<file path="config.mk">
export PLATFORM = sky130hd
export DESIGN_NAME = sd_spi_top
export DESIGN_NICKNAME = d
export VERILOG_FILES = /design/src/design/sd_pkg.sv /design/src/design/sck_divider.sv /design/src/design/sd_cmd_framer.sv /design/src/design/sd_cmd_sequencer.sv /design/src/design/sd_debug_display.sv /design/src/design/sd_spi_top.sv /design/src/design/spi_byte_engine.sv
export SDC_FILE = /design/constraint.sdc
export NUM_CORES = 1
export LEC_CHECK = 0
export ABC_AREA = 0
export BUFFER_PORTS_ARGS = -buffer_cell sky130_fd_sc_hd__buf_2
export CAP_MARGIN = 10
export CORE_MARGIN = 3
export CORE_UTILIZATION = 53
export DETAILED_ROUTE_END_ITERATION = 6
export PLACE_DENSITY = 0.78
export SLEW_MARGIN = 20
export SYNTH_ARGS = -nofsm -noshare
export SYNTH_HDL_FRONTEND = slang
export SYNTH_SLANG_ARGS = --single-unit
</file>
<file path="constraint.sdc">
create_clock -name clock_100M -period 3.86 [get_ports clock_100M]
set_clock_uncertainty 0.15 [all_clocks]
set_input_delay 0.772 -clock clock_100M [delete_from_list [all_inputs] [get_ports clock_100M]]
set_output_delay 0.772 -clock clock_100M [all_outputs]
set_load 0.02 [all_outputs]
</file>
<file path="src/design/sd_pkg.sv">
package sd_pkg;

  // one host command as issued on cmd_start
  typedef struct packed {
    logic [5:0]  index;
    logic [31:0] arg;
  } sd_cmd_t;

  // outcome of one command, r1 reads 8'hff on timeout
  typedef struct packed {
    logic       timeout;
    logic [7:0] r1;
  } sd_resp_t;

  typedef enum logic [2:0] {
    idle,
    select,
    send,
    poll,
    trail
  } sd_state_e;

  // r1 status bits
  localparam logic [7:0] r1_idle        = 8'h01; // bit 0, card in idle state
  localparam logic [7:0] r1_illegal_cmd = 8'h04; // bit 2
  localparam logic [7:0] r1_crc_error   = 8'h08; // bit 3

  // start/tx bits, index, arg, crc7 and end bit
  localparam int frame_bytes = 6;

endpackage

</file>
<file path="src/design/sck_divider.sv">
`timescale 1ns/1ps

module sck_divider #(
  parameter int clk_div = 125
) (
  input  logic clock_100M,
  input  logic reset,
  output logic sck_rise,
  output logic sck_fall
);

  localparam int cnt_w = (clk_div > 1) ? $clog2(clk_div) : 1;

  logic [cnt_w-1:0] cnt;
  logic             phase;
  logic             wrap;

  assign wrap = (cnt == cnt_w'(clk_div - 1));

  always_ff @(posedge clock_100M) begin
    if (reset) begin
      cnt      <= '0;
      phase    <= 1'b0;
      sck_rise <= 1'b0;
      sck_fall <= 1'b0;
    end else begin
      sck_rise <= 1'b0;
      sck_fall <= 1'b0;
      if (wrap) begin
        cnt      <= '0;
        phase    <= ~phase;
        sck_rise <= ~phase; // phase going high
        sck_fall <= phase;  // phase going low
      end else begin
        cnt <= cnt + 1'b1;
      end
    end
  end

endmodule

</file>
<file path="src/design/sd_cmd_framer.sv">
`timescale 1ns/1ps

module sd_cmd_framer (
  input  sd_pkg::sd_cmd_t cmd,
  output logic [47:0]     frame
);

  import sd_pkg::*;

  // everything ahead of the crc field
  localparam int crc_bits = (frame_bytes - 1) * 8;

  logic [crc_bits-1:0] payload;
  logic [6:0]          crc;
  logic                fb;

  // crc7, x^7 + x^3 + 1, msb first over the 40 leading bits
  always_comb begin
    payload = {1'b0, 1'b1, cmd.index, cmd.arg}; // start bit, transmission bit
    crc     = '0;
    fb      = 1'b0;
    for (int i = crc_bits - 1; i >= 0; i--) begin
      fb  = payload[i] ^ crc[6];
      crc = {crc[5:3], crc[2] ^ fb, crc[1:0], fb};
    end
    frame = {payload, crc, 1'b1}; // end bit
  end

endmodule

</file>
<file path="src/design/sd_cmd_sequencer.sv">
`timescale 1ns/1ps

module sd_cmd_sequencer #(
  parameter int n_poll = 8
) (
  input  logic              clock_100M,
  input  logic              reset,
  input  logic              cmd_start,
  input  sd_pkg::sd_cmd_t   cmd,
  input  logic [47:0]       frame,
  input  logic              byte_done,
  input  logic [7:0]        rx_byte,
  output sd_pkg::sd_cmd_t   cmd_held,
  output logic              byte_start,
  output logic [7:0]        tx_byte,
  output logic              cs,
  output logic              busy,
  output logic              resp_valid,
  output sd_pkg::sd_resp_t  resp,
  output sd_pkg::sd_state_e state
);

  import sd_pkg::*;

  localparam int poll_w = (n_poll > 1) ? $clog2(n_poll) : 1;

  logic [47:0]       frame_sh;
  logic [2:0]        byte_cnt;
  logic [poll_w-1:0] poll_cnt;
  sd_resp_t          result;

  always_ff @(posedge clock_100M) begin
    if (reset) begin
      state      <= idle;
      cs         <= 1'b1;
      busy       <= 1'b0;
      resp_valid <= 1'b0;
      byte_start <= 1'b0;
      byte_cnt   <= '0;
      poll_cnt   <= '0;
      cmd_held   <= '0;
      resp       <= '0;
    end else begin
      byte_start <= 1'b0;
      resp_valid <= 1'b0;
      case (state)
        idle: begin
          if (cmd_start) begin
            cmd_held <= cmd;
            busy     <= 1'b1;
            state    <= select;
          end
        end
        select: begin
          cs         <= 1'b0;
          tx_byte    <= frame[47:40];            // token goes out msb first
          frame_sh   <= {frame[39:0], 8'hff};
          byte_start <= 1'b1;
          byte_cnt   <= '0;
          state      <= send;
        end
        send: begin
          if (byte_done) begin
            byte_start <= 1'b1;
            if (byte_cnt == 3'(frame_bytes - 1)) begin
              tx_byte  <= 8'hff;
              poll_cnt <= '0;
              state    <= poll;
            end else begin
              tx_byte  <= frame_sh[47:40];
              frame_sh <= {frame_sh[39:0], 8'hff};
              byte_cnt <= byte_cnt + 1'b1;
            end
          end
        end
        poll: begin
          if (byte_done) begin
            byte_start <= 1'b1;
            tx_byte    <= 8'hff;
            if (!rx_byte[7]) begin // r1 always starts with a 0
              result <= '{timeout: 1'b0, r1: rx_byte};
              cs     <= 1'b1;
              state  <= trail;
            end else if (poll_cnt == poll_w'(n_poll - 1)) begin
              result <= '{timeout: 1'b1, r1: 8'hff};
              cs     <= 1'b1;
              state  <= trail;
            end else begin
              poll_cnt <= poll_cnt + 1'b1;
            end
          end
        end
        trail: begin
          if (byte_done) begin // eight clocks with cs high
            resp       <= result;
            resp_valid <= 1'b1;
            busy       <= 1'b0;
            state      <= idle;
          end
        end
        default: state <= idle;
      endcase
    end
  end

endmodule

</file>
<file path="src/design/sd_debug_display.sv">
`timescale 1ns/1ps

module sd_debug_display (
  input  logic              clock_100M,
  input  logic              reset,
  input  logic              resp_valid,
  input  sd_pkg::sd_state_e state,
  input  sd_pkg::sd_cmd_t   cmd_held,
  input  sd_pkg::sd_resp_t  resp,
  input  logic [4:0]        sw,
  output logic [9:0]        led
);

  logic [7:0] done_cnt;
  logic [7:0] timeout_cnt;

  always_ff @(posedge clock_100M) begin
    if (reset) begin
      done_cnt    <= '0;
      timeout_cnt <= '0;
    end else if (resp_valid) begin
      done_cnt <= done_cnt + 1'b1; // wraps at 256
      if (resp.timeout) begin
        timeout_cnt <= timeout_cnt + 1'b1;
      end
    end
  end

  always_comb begin
    case (sw)
      5'd0:    led = {7'b0, state};
      5'd1:    led = {1'b0, resp.timeout, resp.r1};
      5'd2:    led = {4'b0, cmd_held.index};
      5'd3:    led = {2'b0, done_cnt};
      5'd4:    led = {2'b0, timeout_cnt};
      default: led = '0;
    endcase
  end

endmodule

</file>
<file path="src/design/sd_spi_top.sv">
`timescale 1ns/1ps

module sd_spi_top #(
  parameter int clk_div = 125,
  parameter int n_poll  = 8
) (
  input  logic             clock_100M,
  input  logic             reset,
  input  logic             cmd_start,
  input  sd_pkg::sd_cmd_t  cmd,
  output logic             busy,
  output logic             resp_valid,
  output sd_pkg::sd_resp_t resp,
  input  logic             miso,
  output logic             cs,
  output logic             sck,
  output logic             mosi,
  input  logic [4:0]       sw,
  output logic [9:0]       led
);

  import sd_pkg::*;

  logic        sck_rise;
  logic        sck_fall;
  logic [47:0] frame;
  logic        byte_start;
  logic [7:0]  tx_byte;
  logic        byte_done;
  logic [7:0]  rx_byte;
  sd_cmd_t     cmd_held;
  sd_state_e   state;

  sck_divider #(
    .clk_div(clk_div)
  ) u_sck_divider (
    .clock_100M(clock_100M),
    .reset     (reset),
    .sck_rise  (sck_rise),
    .sck_fall  (sck_fall)
  );

  sd_cmd_framer u_framer (
    .cmd  (cmd_held),
    .frame(frame)
  );

  spi_byte_engine u_byte_engine (
    .clock_100M(clock_100M),
    .reset     (reset),
    .sck_rise  (sck_rise),
    .sck_fall  (sck_fall),
    .byte_start(byte_start),
    .tx_byte   (tx_byte),
    .miso      (miso),
    .sck       (sck),
    .mosi      (mosi),
    .byte_done (byte_done),
    .rx_byte   (rx_byte)
  );

  sd_cmd_sequencer #(
    .n_poll(n_poll)
  ) u_sequencer (
    .clock_100M(clock_100M),
    .reset     (reset),
    .cmd_start (cmd_start),
    .cmd       (cmd),
    .frame     (frame),
    .byte_done (byte_done),
    .rx_byte   (rx_byte),
    .cmd_held  (cmd_held),
    .byte_start(byte_start),
    .tx_byte   (tx_byte),
    .cs        (cs),
    .busy      (busy),
    .resp_valid(resp_valid),
    .resp      (resp),
    .state     (state)
  );

  sd_debug_display u_display (
    .clock_100M(clock_100M),
    .reset     (reset),
    .resp_valid(resp_valid),
    .state     (state),
    .cmd_held  (cmd_held),
    .resp      (resp),
    .sw        (sw),
    .led       (led)
  );

endmodule

</file>
<file path="src/design/spi_byte_engine.sv">
`timescale 1ns/1ps

module spi_byte_engine (
  input  logic       clock_100M,
  input  logic       reset,
  input  logic       sck_rise,
  input  logic       sck_fall,
  input  logic       byte_start,
  input  logic [7:0] tx_byte,
  input  logic       miso,
  output logic       sck,
  output logic       mosi,
  output logic       byte_done,
  output logic [7:0] rx_byte
);

  logic       active;
  logic [2:0] bit_cnt;
  logic [7:0] tx_sh;
  logic [7:0] rx_sh;
  logic       load;
  logic       rise_edge;
  logic       fall_edge;
  logic       last_fall;

  assign load      = !active && byte_start;
  assign rise_edge = active && sck_rise && !sck;
  assign fall_edge = active && sck_fall && sck; // falls before the first rise are skipped
  assign last_fall = fall_edge && (bit_cnt == 3'd7);

  assign mosi = active ? tx_sh[7] : 1'b1; // idle high between bytes

  always_ff @(posedge clock_100M) begin
    if (reset) begin
      active    <= 1'b0;
      sck       <= 1'b0;
      bit_cnt   <= '0;
      byte_done <= 1'b0;
    end else begin
      byte_done <= last_fall;
      if (load) begin
        active  <= 1'b1;
        bit_cnt <= '0;
      end else if (rise_edge) begin
        sck <= 1'b1;
      end else if (fall_edge) begin
        sck     <= 1'b0;
        bit_cnt <= bit_cnt + 1'b1;
        if (last_fall) begin
          active <= 1'b0;
        end
      end
    end
  end

  always_ff @(posedge clock_100M) begin
    if (load) begin
      tx_sh <= tx_byte;
    end else if (fall_edge) begin
      tx_sh <= {tx_sh[6:0], 1'b1}; // next bit onto mosi
    end
    if (rise_edge) begin
      rx_sh <= {rx_sh[6:0], miso};
    end
    if (last_fall) begin
      rx_byte <= rx_sh;
    end
  end

endmodule

</file>
==> impl_metrics.ini, run 1 <==
[cells_and_area]
layout.nets = 803
fill_cells = 1086
mostFrequentLayoutCell = nand2_1
layout_common_cells = nand2_1, dfxtp_1, edfxtp_1, buf_2, a21oi_1
layout-drive-gt1-share_pct = 21.21
design_area_mm2 = 0.008680
diodes = 0
final_cell_count_no_fill = 939
syn2layout_area_growth_pct = 14.13

[yosys]
synth_seq_cells = 170
ys_top_cells_by_area = edfxtp_1, dfxtp_1, nand2_1, mux2_2, xnor2_1
synth_edf_count = 79
async_flop_share_pct = 0
yosysUniqueCellTypes = 48
synthFlopType = dfxtp_1
seq_area_frac_synth_pct = 55.15
synth_warnings = 0
syn_avg_cell_area_um2 = 11.12
yosys.area.top_type = edfxtp_1
synth_top_area_share_pct = 31.19
syn_area_mm2 = 0.007605
synthCells = 684
synth_nets = 741

[detailed_routing]
drt-initial-drc-count = 386
vias_per_cell = 5.470
vias = 5136
drtAntennaViolNets = 0
wl_per_cell_um = 16.66
drc = 0
first_pass_iters = 4
wl_mm = 15.64

[timing]
relSlewSlack_pct = 47.79
hold_viol = 0
setup_slack_ns = 0.7442
layout_min_cycle_time_ns = 3.116
setup_viol = 0
max_freq_mhz = 320.9
slew_viol_final = 0
fin_setup_tns_ns = 0
fin_crit_sh_pct = 80.72
tightest_slew_ns = 0.7760
rsz0062_at_grt = false

[run]
maxCapViolations = 0

[floorplanning]
fp.dieH_um = 125.8
coreArea_mm2 = 0.01393
die-area_mm2 = 0.01582
ioPinCount = 71
start_util_pct = 54.57
rows = 43
die_width_um = 125.8

[pwr]
vdd_drop_max_mv = 0.7920
p_switching_w = 0.002667
combPwrFrac_pct = 46.5
power.total_w = 0.007946
p_int_w = 0.005279
seq_power_share_pct = 33.1
p_sw_share_pct = 33.57
p_clk_share_pct = 20.5
power_leakage_nw = 3.392
powerDensity_mw_per_mm2 = 915.5

[clocking]
cts_resized = 0
cts_tree = yes
insertion_delay_ns = 0.43
path_clk_slew_ns = 0.06
root_buffer = clkbuf_16
cts_setup_buffers = 0
cts_buffers = 17
holdBufCountCts = 0
clock-sinks = 170
cts_htree_levels = 4
cts.path.max_buffers = 2

[placed_design]
gp_congestion = 0.8813
dpl_cell_area_mm2 = 0.008123
dp.cells = 907
dp_hpwl_mm = 11.03
io_buffers = 69
dp_slack_ns = 0.8056

[critical_path]
cp.arrival_ns = 3.12
path_class = flop to flop
end_kind = flop
critPathLaunchType = flop
critPathRequiredTime_ns = 3.87
worst-path-max-fanout = 6

[global_routing]
grt_usage_pct = 20.35
grt-ovfl-total = 0
grt_pass1_wl_mm = 25.44
antenna_found_initial = 0
grt_max_degree = 45
grt_pass1_vias = 5061

[min_path]
min-delay-path-class = flop to flop

[status]
status = complete, no violations
[flip-flops by register name, indices dropped and copies added, names as in the netlist, 7 cells and up]
name / flops
u_sequencer.frame_sh: 39
u_sequencer.cmd_held: 38
u_byte_engine.rx_byte: 8
u_byte_engine.rx_sh: 8
u_byte_engine.tx_sh: 8
u_display.done_cnt: 8
u_display.timeout_cnt: 8
u_sequencer.resp: 8
u_sequencer.result: 8
u_sequencer.tx_byte: 8
u_sck_divider.cnt: 7
[routing by layer]
| metal | share of wire, % | global-route usage [%] | wire, µm | vias to the layer above |
|---|---|---|---|---|
| met1 | 44 | 26.60 | 6952 | 2483 |
| met5 | 0 | 0 | 0 | - |
| li1 | - | - | - | 2485 |
| met2 | 48 | 32.91 | 7538 | 136 |
| met4 | 2.5 | 8.707 | 397 | 0 |
| met3 | 4.8 | 4.580 | 756 | 32 |
[power by group through the flow]
stage | clock [W] | combinational (W) | sequential (W)
after detailed placement | 0 | 0.00355 | 0.00267
after global placement | 0 | 0.00343 | 0.00266
after global routing | 0.00174 | 0.00398 | 0.00266
after CTS | 0.00166 | 0.00373 | 0.00263
final | 0.00163 | 0.00369 | 0.00263
after floorplan | 0 | 0.00300 | 0.00257
[synthesized netlist by cell type (2+ instances only)]
| library cell | count |
|---|---|
| nand2_1 | 123 |
| dfxtp_1 | 91 |
| edfxtp_1 | 79 |
| a21oi_1 | 59 |
| xnor2_1 | 45 |
| mux2_2 | 41 |
| nor2_1 | 41 |
| clkbuf_1 | 28 |
| xor2_1 | 25 |
| nand3_1 | 11 |
| xnor3_1 | 11 |
| ha_1 | 10 |
| nor3_1 | 10 |
| inv_1 | 9 |
| nand2b_1 | 8 |
| nor2b_1 | 8 |
| a22oi_1 | 7 |
| o21ai_0 | 7 |
| o22a_1 | 7 |
| or2_2 | 7 |
| nand4_1 | 6 |
| mux2i_1 | 5 |
| or3_1 | 5 |
| buf_1 | 4 |
| a221o_1 | 3 |
| a22o_1 | 3 |
| and2_1 | 3 |
| nor4_1 | 3 |
| xnor2_2 | 3 |
| and3_1 | 2 |
| buf_4 | 2 |
| xor3_1 | 2 |
[critical path, stage by stage, from the launching register on]
cell and delay (ns):
dfxtp_1 0.51, xor3_2 0.56, xor3_1 0.38, xor3_1 0.40, xnor3_2 0.30, xnor2_2 0.28, xnor3_1 0.21, nand2_1 0.06
[through the flow]
step	utilization, %	hold WS, ns
2_1_floorplan	-	0.2503
3_3_place_gp	58.29	0.2520
4_1_cts	62.29	0.2705
6_report	62.29	0.2704
5_1_grt	62.29	0.2820
3_5_place_dp	58.29	0.2554
[final cells by class]
type	instances	area (µm²)	area share, %
Timing Repair Buffer	78	425.4	4.901
Tap cell	180	225.2	2.595
Clock buffer	23	457.9	5.276
Multi-Input combinational cell	470	3244	37.38
Clock inverter	9	98.84	1.139
Sequential cell	170	4194	48.32
Inverter	9	33.78	0.3892
[final timing paths]
path | from | to | slack (ns) | depth (start not counted)
max reg2reg | u_sequencer.cmd_held[34] | u_sequencer.frame_sh[13] | 0.74 | 7
max | u_sequencer.cmd_held[34] | u_sequencer.frame_sh[13] | 0.74 | 7
min | u_byte_engine.rx_sh[7] | u_byte_engine.rx_byte[7] | 0.27 | 0
min reg2reg | u_byte_engine.rx_sh[7] | u_byte_engine.rx_byte[7] | 0.27 | 0
[cells by family (layout without fill, tap and decap cells)]
group	after synthesis	count (layout)	share of synthesized area (%)
AND/OR/NAND/NOR	232	232	13.44
adder cells (fa/ha/maj)	10	10	1.645
buffers and inverters	44	119	2.369
XOR/XNOR	89	89	13.44
flip-flops	170	170	55.15
other	1	1	0.04931
multiplexers	46	46	6.729
AO/OA/AOI/OAI	92	92	7.174
No activity file was read; power rests on OpenSTA's default activity.
==> run 2, diff against run 1 <==
- clock period: 3.86 -> 2.7 ns (I/O delays scaled with it)
==> impl_metrics.ini, run 2 (synthesis gave the netlist of run 1 again) <==
[status]
status = complete, no violations

[critical_path]
cp.arrival_ns = 2.64
r2r_slack_ns = 0.08
worst-path-max-fanout = 3
critPathLaunchType = flop
critPathRequiredTime_ns = 2.71
end_kind = flop
path_class = flop to flop

[detailed_routing]
wl_mm = 16.18
wl_per_cell_um = 16.93
drc = 0
vias = 5183
first_pass_iters = 5
drtAntennaViolNets = 0
vias_per_cell = 5.422
drt-initial-drc-count = 346

[timing]
rsz0062_at_grt = true
fin_setup_tns_ns = 0
layout_min_cycle_time_ns = 2.621
relSlewSlack_pct = 53.88
hold_viol = 0
fin_crit_sh_pct = 97.08
hold_ws_ns = 0.1445
max_freq_mhz = 381.5
tightest_slew_ns = 0.6892
setup_viol = 0
setup_slack_ns = 0.07890
slew_viol_final = 0

[clocking]
root_buffer = clkbuf_16
cts_buffers = 17
cts_setup_buffers = 0
clock-sinks = 170
insertion_delay_ns = 0.43
cts_tree = yes
cts_htree_levels = 4
cts.path.max_buffers = 2
path_clk_slew_ns = 0.06

[floorplanning]
coreArea_mm2 = 0.01393
start_util_pct = 54.57
ioPinCount = 71
rows = 43
die-area_mm2 = 0.01582
die_width_um = 125.8
fp.dieH_um = 125.8

[global_routing]
antenna_found_initial = 0
grt-ovfl-total = 0
grt_pass1_vias = 5188
grt_usage_pct = 21.10
grt_max_degree = 40
grt_pass1_wl_mm = 26.41

[cells_and_area]
largest_registers = u_sequencer.frame_sh x39, u_sequencer.cmd_held x38
diodes = 0
layout.nets = 821
fill_cells = 1036
largest_reg_flops = 39
syn2layout_area_growth_pct = 17.54
top_register = u_sequencer.frame_sh
layout_common_cells = nand2_1, dfxtp_1, edfxtp_1, buf_2, a21oi_1
mostFrequentLayoutCell = nand2_1
design_area_mm2 = 0.008939
layout-drive-gt1-share_pct = 23.71

[placed_design]
io_buffers = 69
dp_slack_ns = -0.01501
dp_hpwl_mm = 11.51
dpl_cell_area_mm2 = 0.008258
gp_congestion = 0.8869

[pwr]
vdd_drop_max_mv = 1.249
power_leakage_nw = 3.528
powerDensity_mw_per_mm2 = 1300

[run]
maxCapViolations = 0

[min_path]
min-delay-path-class = input pin to flop
run 2: stage by stage:
| stage | util (%) | power, W | std cells |
|---|---|---|---|
| detailed placement | 59.26 | 0.008924 | 925 |
| finish | 64.15 | 0.01162 | 956 |
| floorplan | - | 0.007961 | 684 |
| global placement | 59.26 | 0.008776 | 925 |
| global route | 64.15 | 0.01226 | 956 |
| CTS | 63.94 | 0.01163 | 956 |
run 2: layer usage:
layer  global-route usage, %  vias up  part of all wire (%)
li1                        -     2518                     -
met1                   28.34     2453                    44
met2                   32.85      181                    47
met3                   6.149       31                   6.5
met4                   7.760        0                   2.2
met5                       0        -                     0
run 2: where the power goes:
part           internal (W)  switching [W]
combinational       0.00279        0.00245
sequential          0.00348       0.000265
clock               0.00169       0.000948
run 2: worst max-delay path: stages, from the launching register on:
cell	delay [ns]
dfxtp_1	0.45
xnor2_4	0.18
xnor3_2	0.41
xor2_2	0.22
xnor3_2	0.52
xnor2_2	0.17
xnor3_1	0.21
nand2_1	0.05
run 2: layout make-up:
type,count,area [µm²],share of cell area (%)
sequential,170,4199,46.98
multi-input combinational,470,3287,36.77
timing repair buffer,96,560.5,6.271
clock buffer,23,469.2,5.249
tap,180,225.2,2.520
clock inverter,8,163.9,1.834
inverter,9,33.78,0.3779
run 2: path summary, 6_finish.rpt:
path              depth (start not counted)                        to                startpoint
setup / recovery                          7  u_sequencer.frame_sh[13]  u_sequencer.cmd_held[29]
setup reg to reg                          7  u_sequencer.frame_sh[13]  u_sequencer.cmd_held[29]
hold reg to reg                           0  u_byte_engine.rx_byte[7]    u_byte_engine.rx_sh[7]
hold / removal                            1    u_byte_engine.rx_sh[0]                      miso
run 2: what timing repair did:
action,CTS,global route
gates resized for setup,4,5
hold buffers,0,0
endpoints found under the setup margin,2,4
pin swaps,3,2
==> run 3, diff against run 2 <==
- MAX_ROUTING_LAYER: not set -> met4
==> impl_metrics.ini, run 3 (synthesis gave the netlist of run 1 again) <==
[pwr]
power.total_w = 0.01180
power_leakage_nw = 3.518
vdd_drop_max_mv = 1.085
powerDensity_mw_per_mm2 = 1324

[cells_and_area]
largest_registers = u_sequencer.frame_sh x39, u_sequencer.cmd_held x38
syn2layout_area_growth_pct = 17.24
top_register = u_sequencer.frame_sh
diodes = 0
layout-drive-gt1-share_pct = 23.94
layout_common_cells = nand2_1, dfxtp_1, edfxtp_1, buf_2, a21oi_1
multiInputGateArea_mm2 = 0.003268
register_area_mm2 = 0.004199
fill_cells = 1036
mostFrequentLayoutCell = nand2_1
largest_reg_flops = 39
layout.nets = 821
final_cell_count_no_fill = 957

[clocking]
insertion_delay_ns = 0.43
cts.path.max_buffers = 2
clock-sinks = 170
cts_htree_levels = 4
root_buffer = clkbuf_16
cts_tree = yes
holdBufCountCts = 0
cts_buffers = 17
path_clk_slew_ns = 0.06

[global_routing]
grt_max_degree = 40
grt_pass1_vias = 5279
antenna_found_initial = 0
grt_pass1_wl_mm = 26.83
grt-ovfl-total = 0
grt_usage_pct = 22.15

[timing]
fin_crit_sh_pct = 96.18
max_freq_mhz = 385.1
setup_viol = 0
relSlewSlack_pct = 52.48
tightest_slew_ns = 0.6949
slew_viol_final = 0
layout_min_cycle_time_ns = 2.597
hold_viol = 0

[floorplanning]
die_width_um = 125.8
fp.dieH_um = 125.8
ioPinCount = 71
die-area_mm2 = 0.01582
rows = 43
coreArea_mm2 = 0.01393
start_util_pct = 54.57

[min_path]
min-delay-path-class = input pin to flop

[critical_path]
path_class = flop to flop
r2r_slack_ns = 0.10
cp.arrival_ns = 2.61
worst-path-max-fanout = 4
critPathRequiredTime_ns = 2.71
end_kind = flop
critPathLaunchType = flop

[placed_design]
dp.cells = 923
dp_hpwl_mm = 11.53
io_buffers = 69
gp_congestion = 0.9158

[detailed_routing]
drc = 0
drtAntennaViolNets = 0
first_pass_iters = 5
wl_per_cell_um = 17.14
wl_mm = 16.40
drt-initial-drc-count = 418
vias_per_cell = 5.436
vias = 5202

[status]
status = complete, no violations

[run]
maxCapViolations = 0
## run 3: path summary, 6_finish.rpt
| check | start | endpoint | cells past startpoint |
|---|---|---|---|
| setup reg to reg | u_sequencer.cmd_held[31] | u_sequencer.frame_sh[9] | 8 |
| hold reg to reg | u_byte_engine.rx_sh[7] | u_byte_engine.rx_byte[7] | 0 |
| setup / recovery | u_sequencer.cmd_held[31] | u_sequencer.frame_sh[9] | 8 |
| hold / removal | miso | u_byte_engine.rx_sh[0] | 1 |
## run 3: through the flow
stage	instance area [µm²]	utilization (%)	setup TNS [ns]	hold WS, ns	setup slack [ns]
finish	8916	63.98	0	0.1419	0.1032
global route	8916	63.98	-0.01158	0.1227	-0.01158
CTS	8891	63.81	0	0.1245	0.006435
detailed placement	8243	59.15	-0.07607	0.2697	-0.04301
global placement	8243	59.15	0	0.2528	0.07418
floorplan	7612	-	0	0.2503	0.03510
## run 3: area by class of cell
cell class | count | share of cell area (%)
clock buffers | 17 | 4.771
clock inverters | 15 | 2.287
multi-input cells | 470 | 36.65
well taps | 180 | 2.526
flip-flops and latches | 170 | 47.10
repair buffers | 96 | 6.287
inverters | 9 | 0.3789
## run 3: worst max-delay path: stages (launching register included)
cell and delay, ns:
dfxtp_1 0.31, buf_4 0.15, xnor2_1 0.13, xnor2_1 0.36
xnor2_1 0.23, xnor3_2 0.53, xnor2_2 0.23, xnor2_1 0.16
nand2_1 0.09
## run 3: where the power goes
group          switching (W)  internal [W]
Sequential          0.000270       0.00348
Clock               0.000983       0.00162
Combinational        0.00258       0.00287
Total                0.00383       0.00797
## run 3: routing by layer
layer / wire, µm / GRT usage, % / vias up
li1: - / - / 2517
met1: 7293 / 28.48 / 2503
met2: 7863 / 34.33 / 151
met3: 893 / 5.216 / 31
met4: 350 / 8.644 / 0
met5: 0 / - / -
## run 3: what timing repair did
action	in CTS	in global routing
buffers inserted	1	1
gates resized for setup	3	4
endpoints found under the setup margin	3	5
pin swaps	3	2
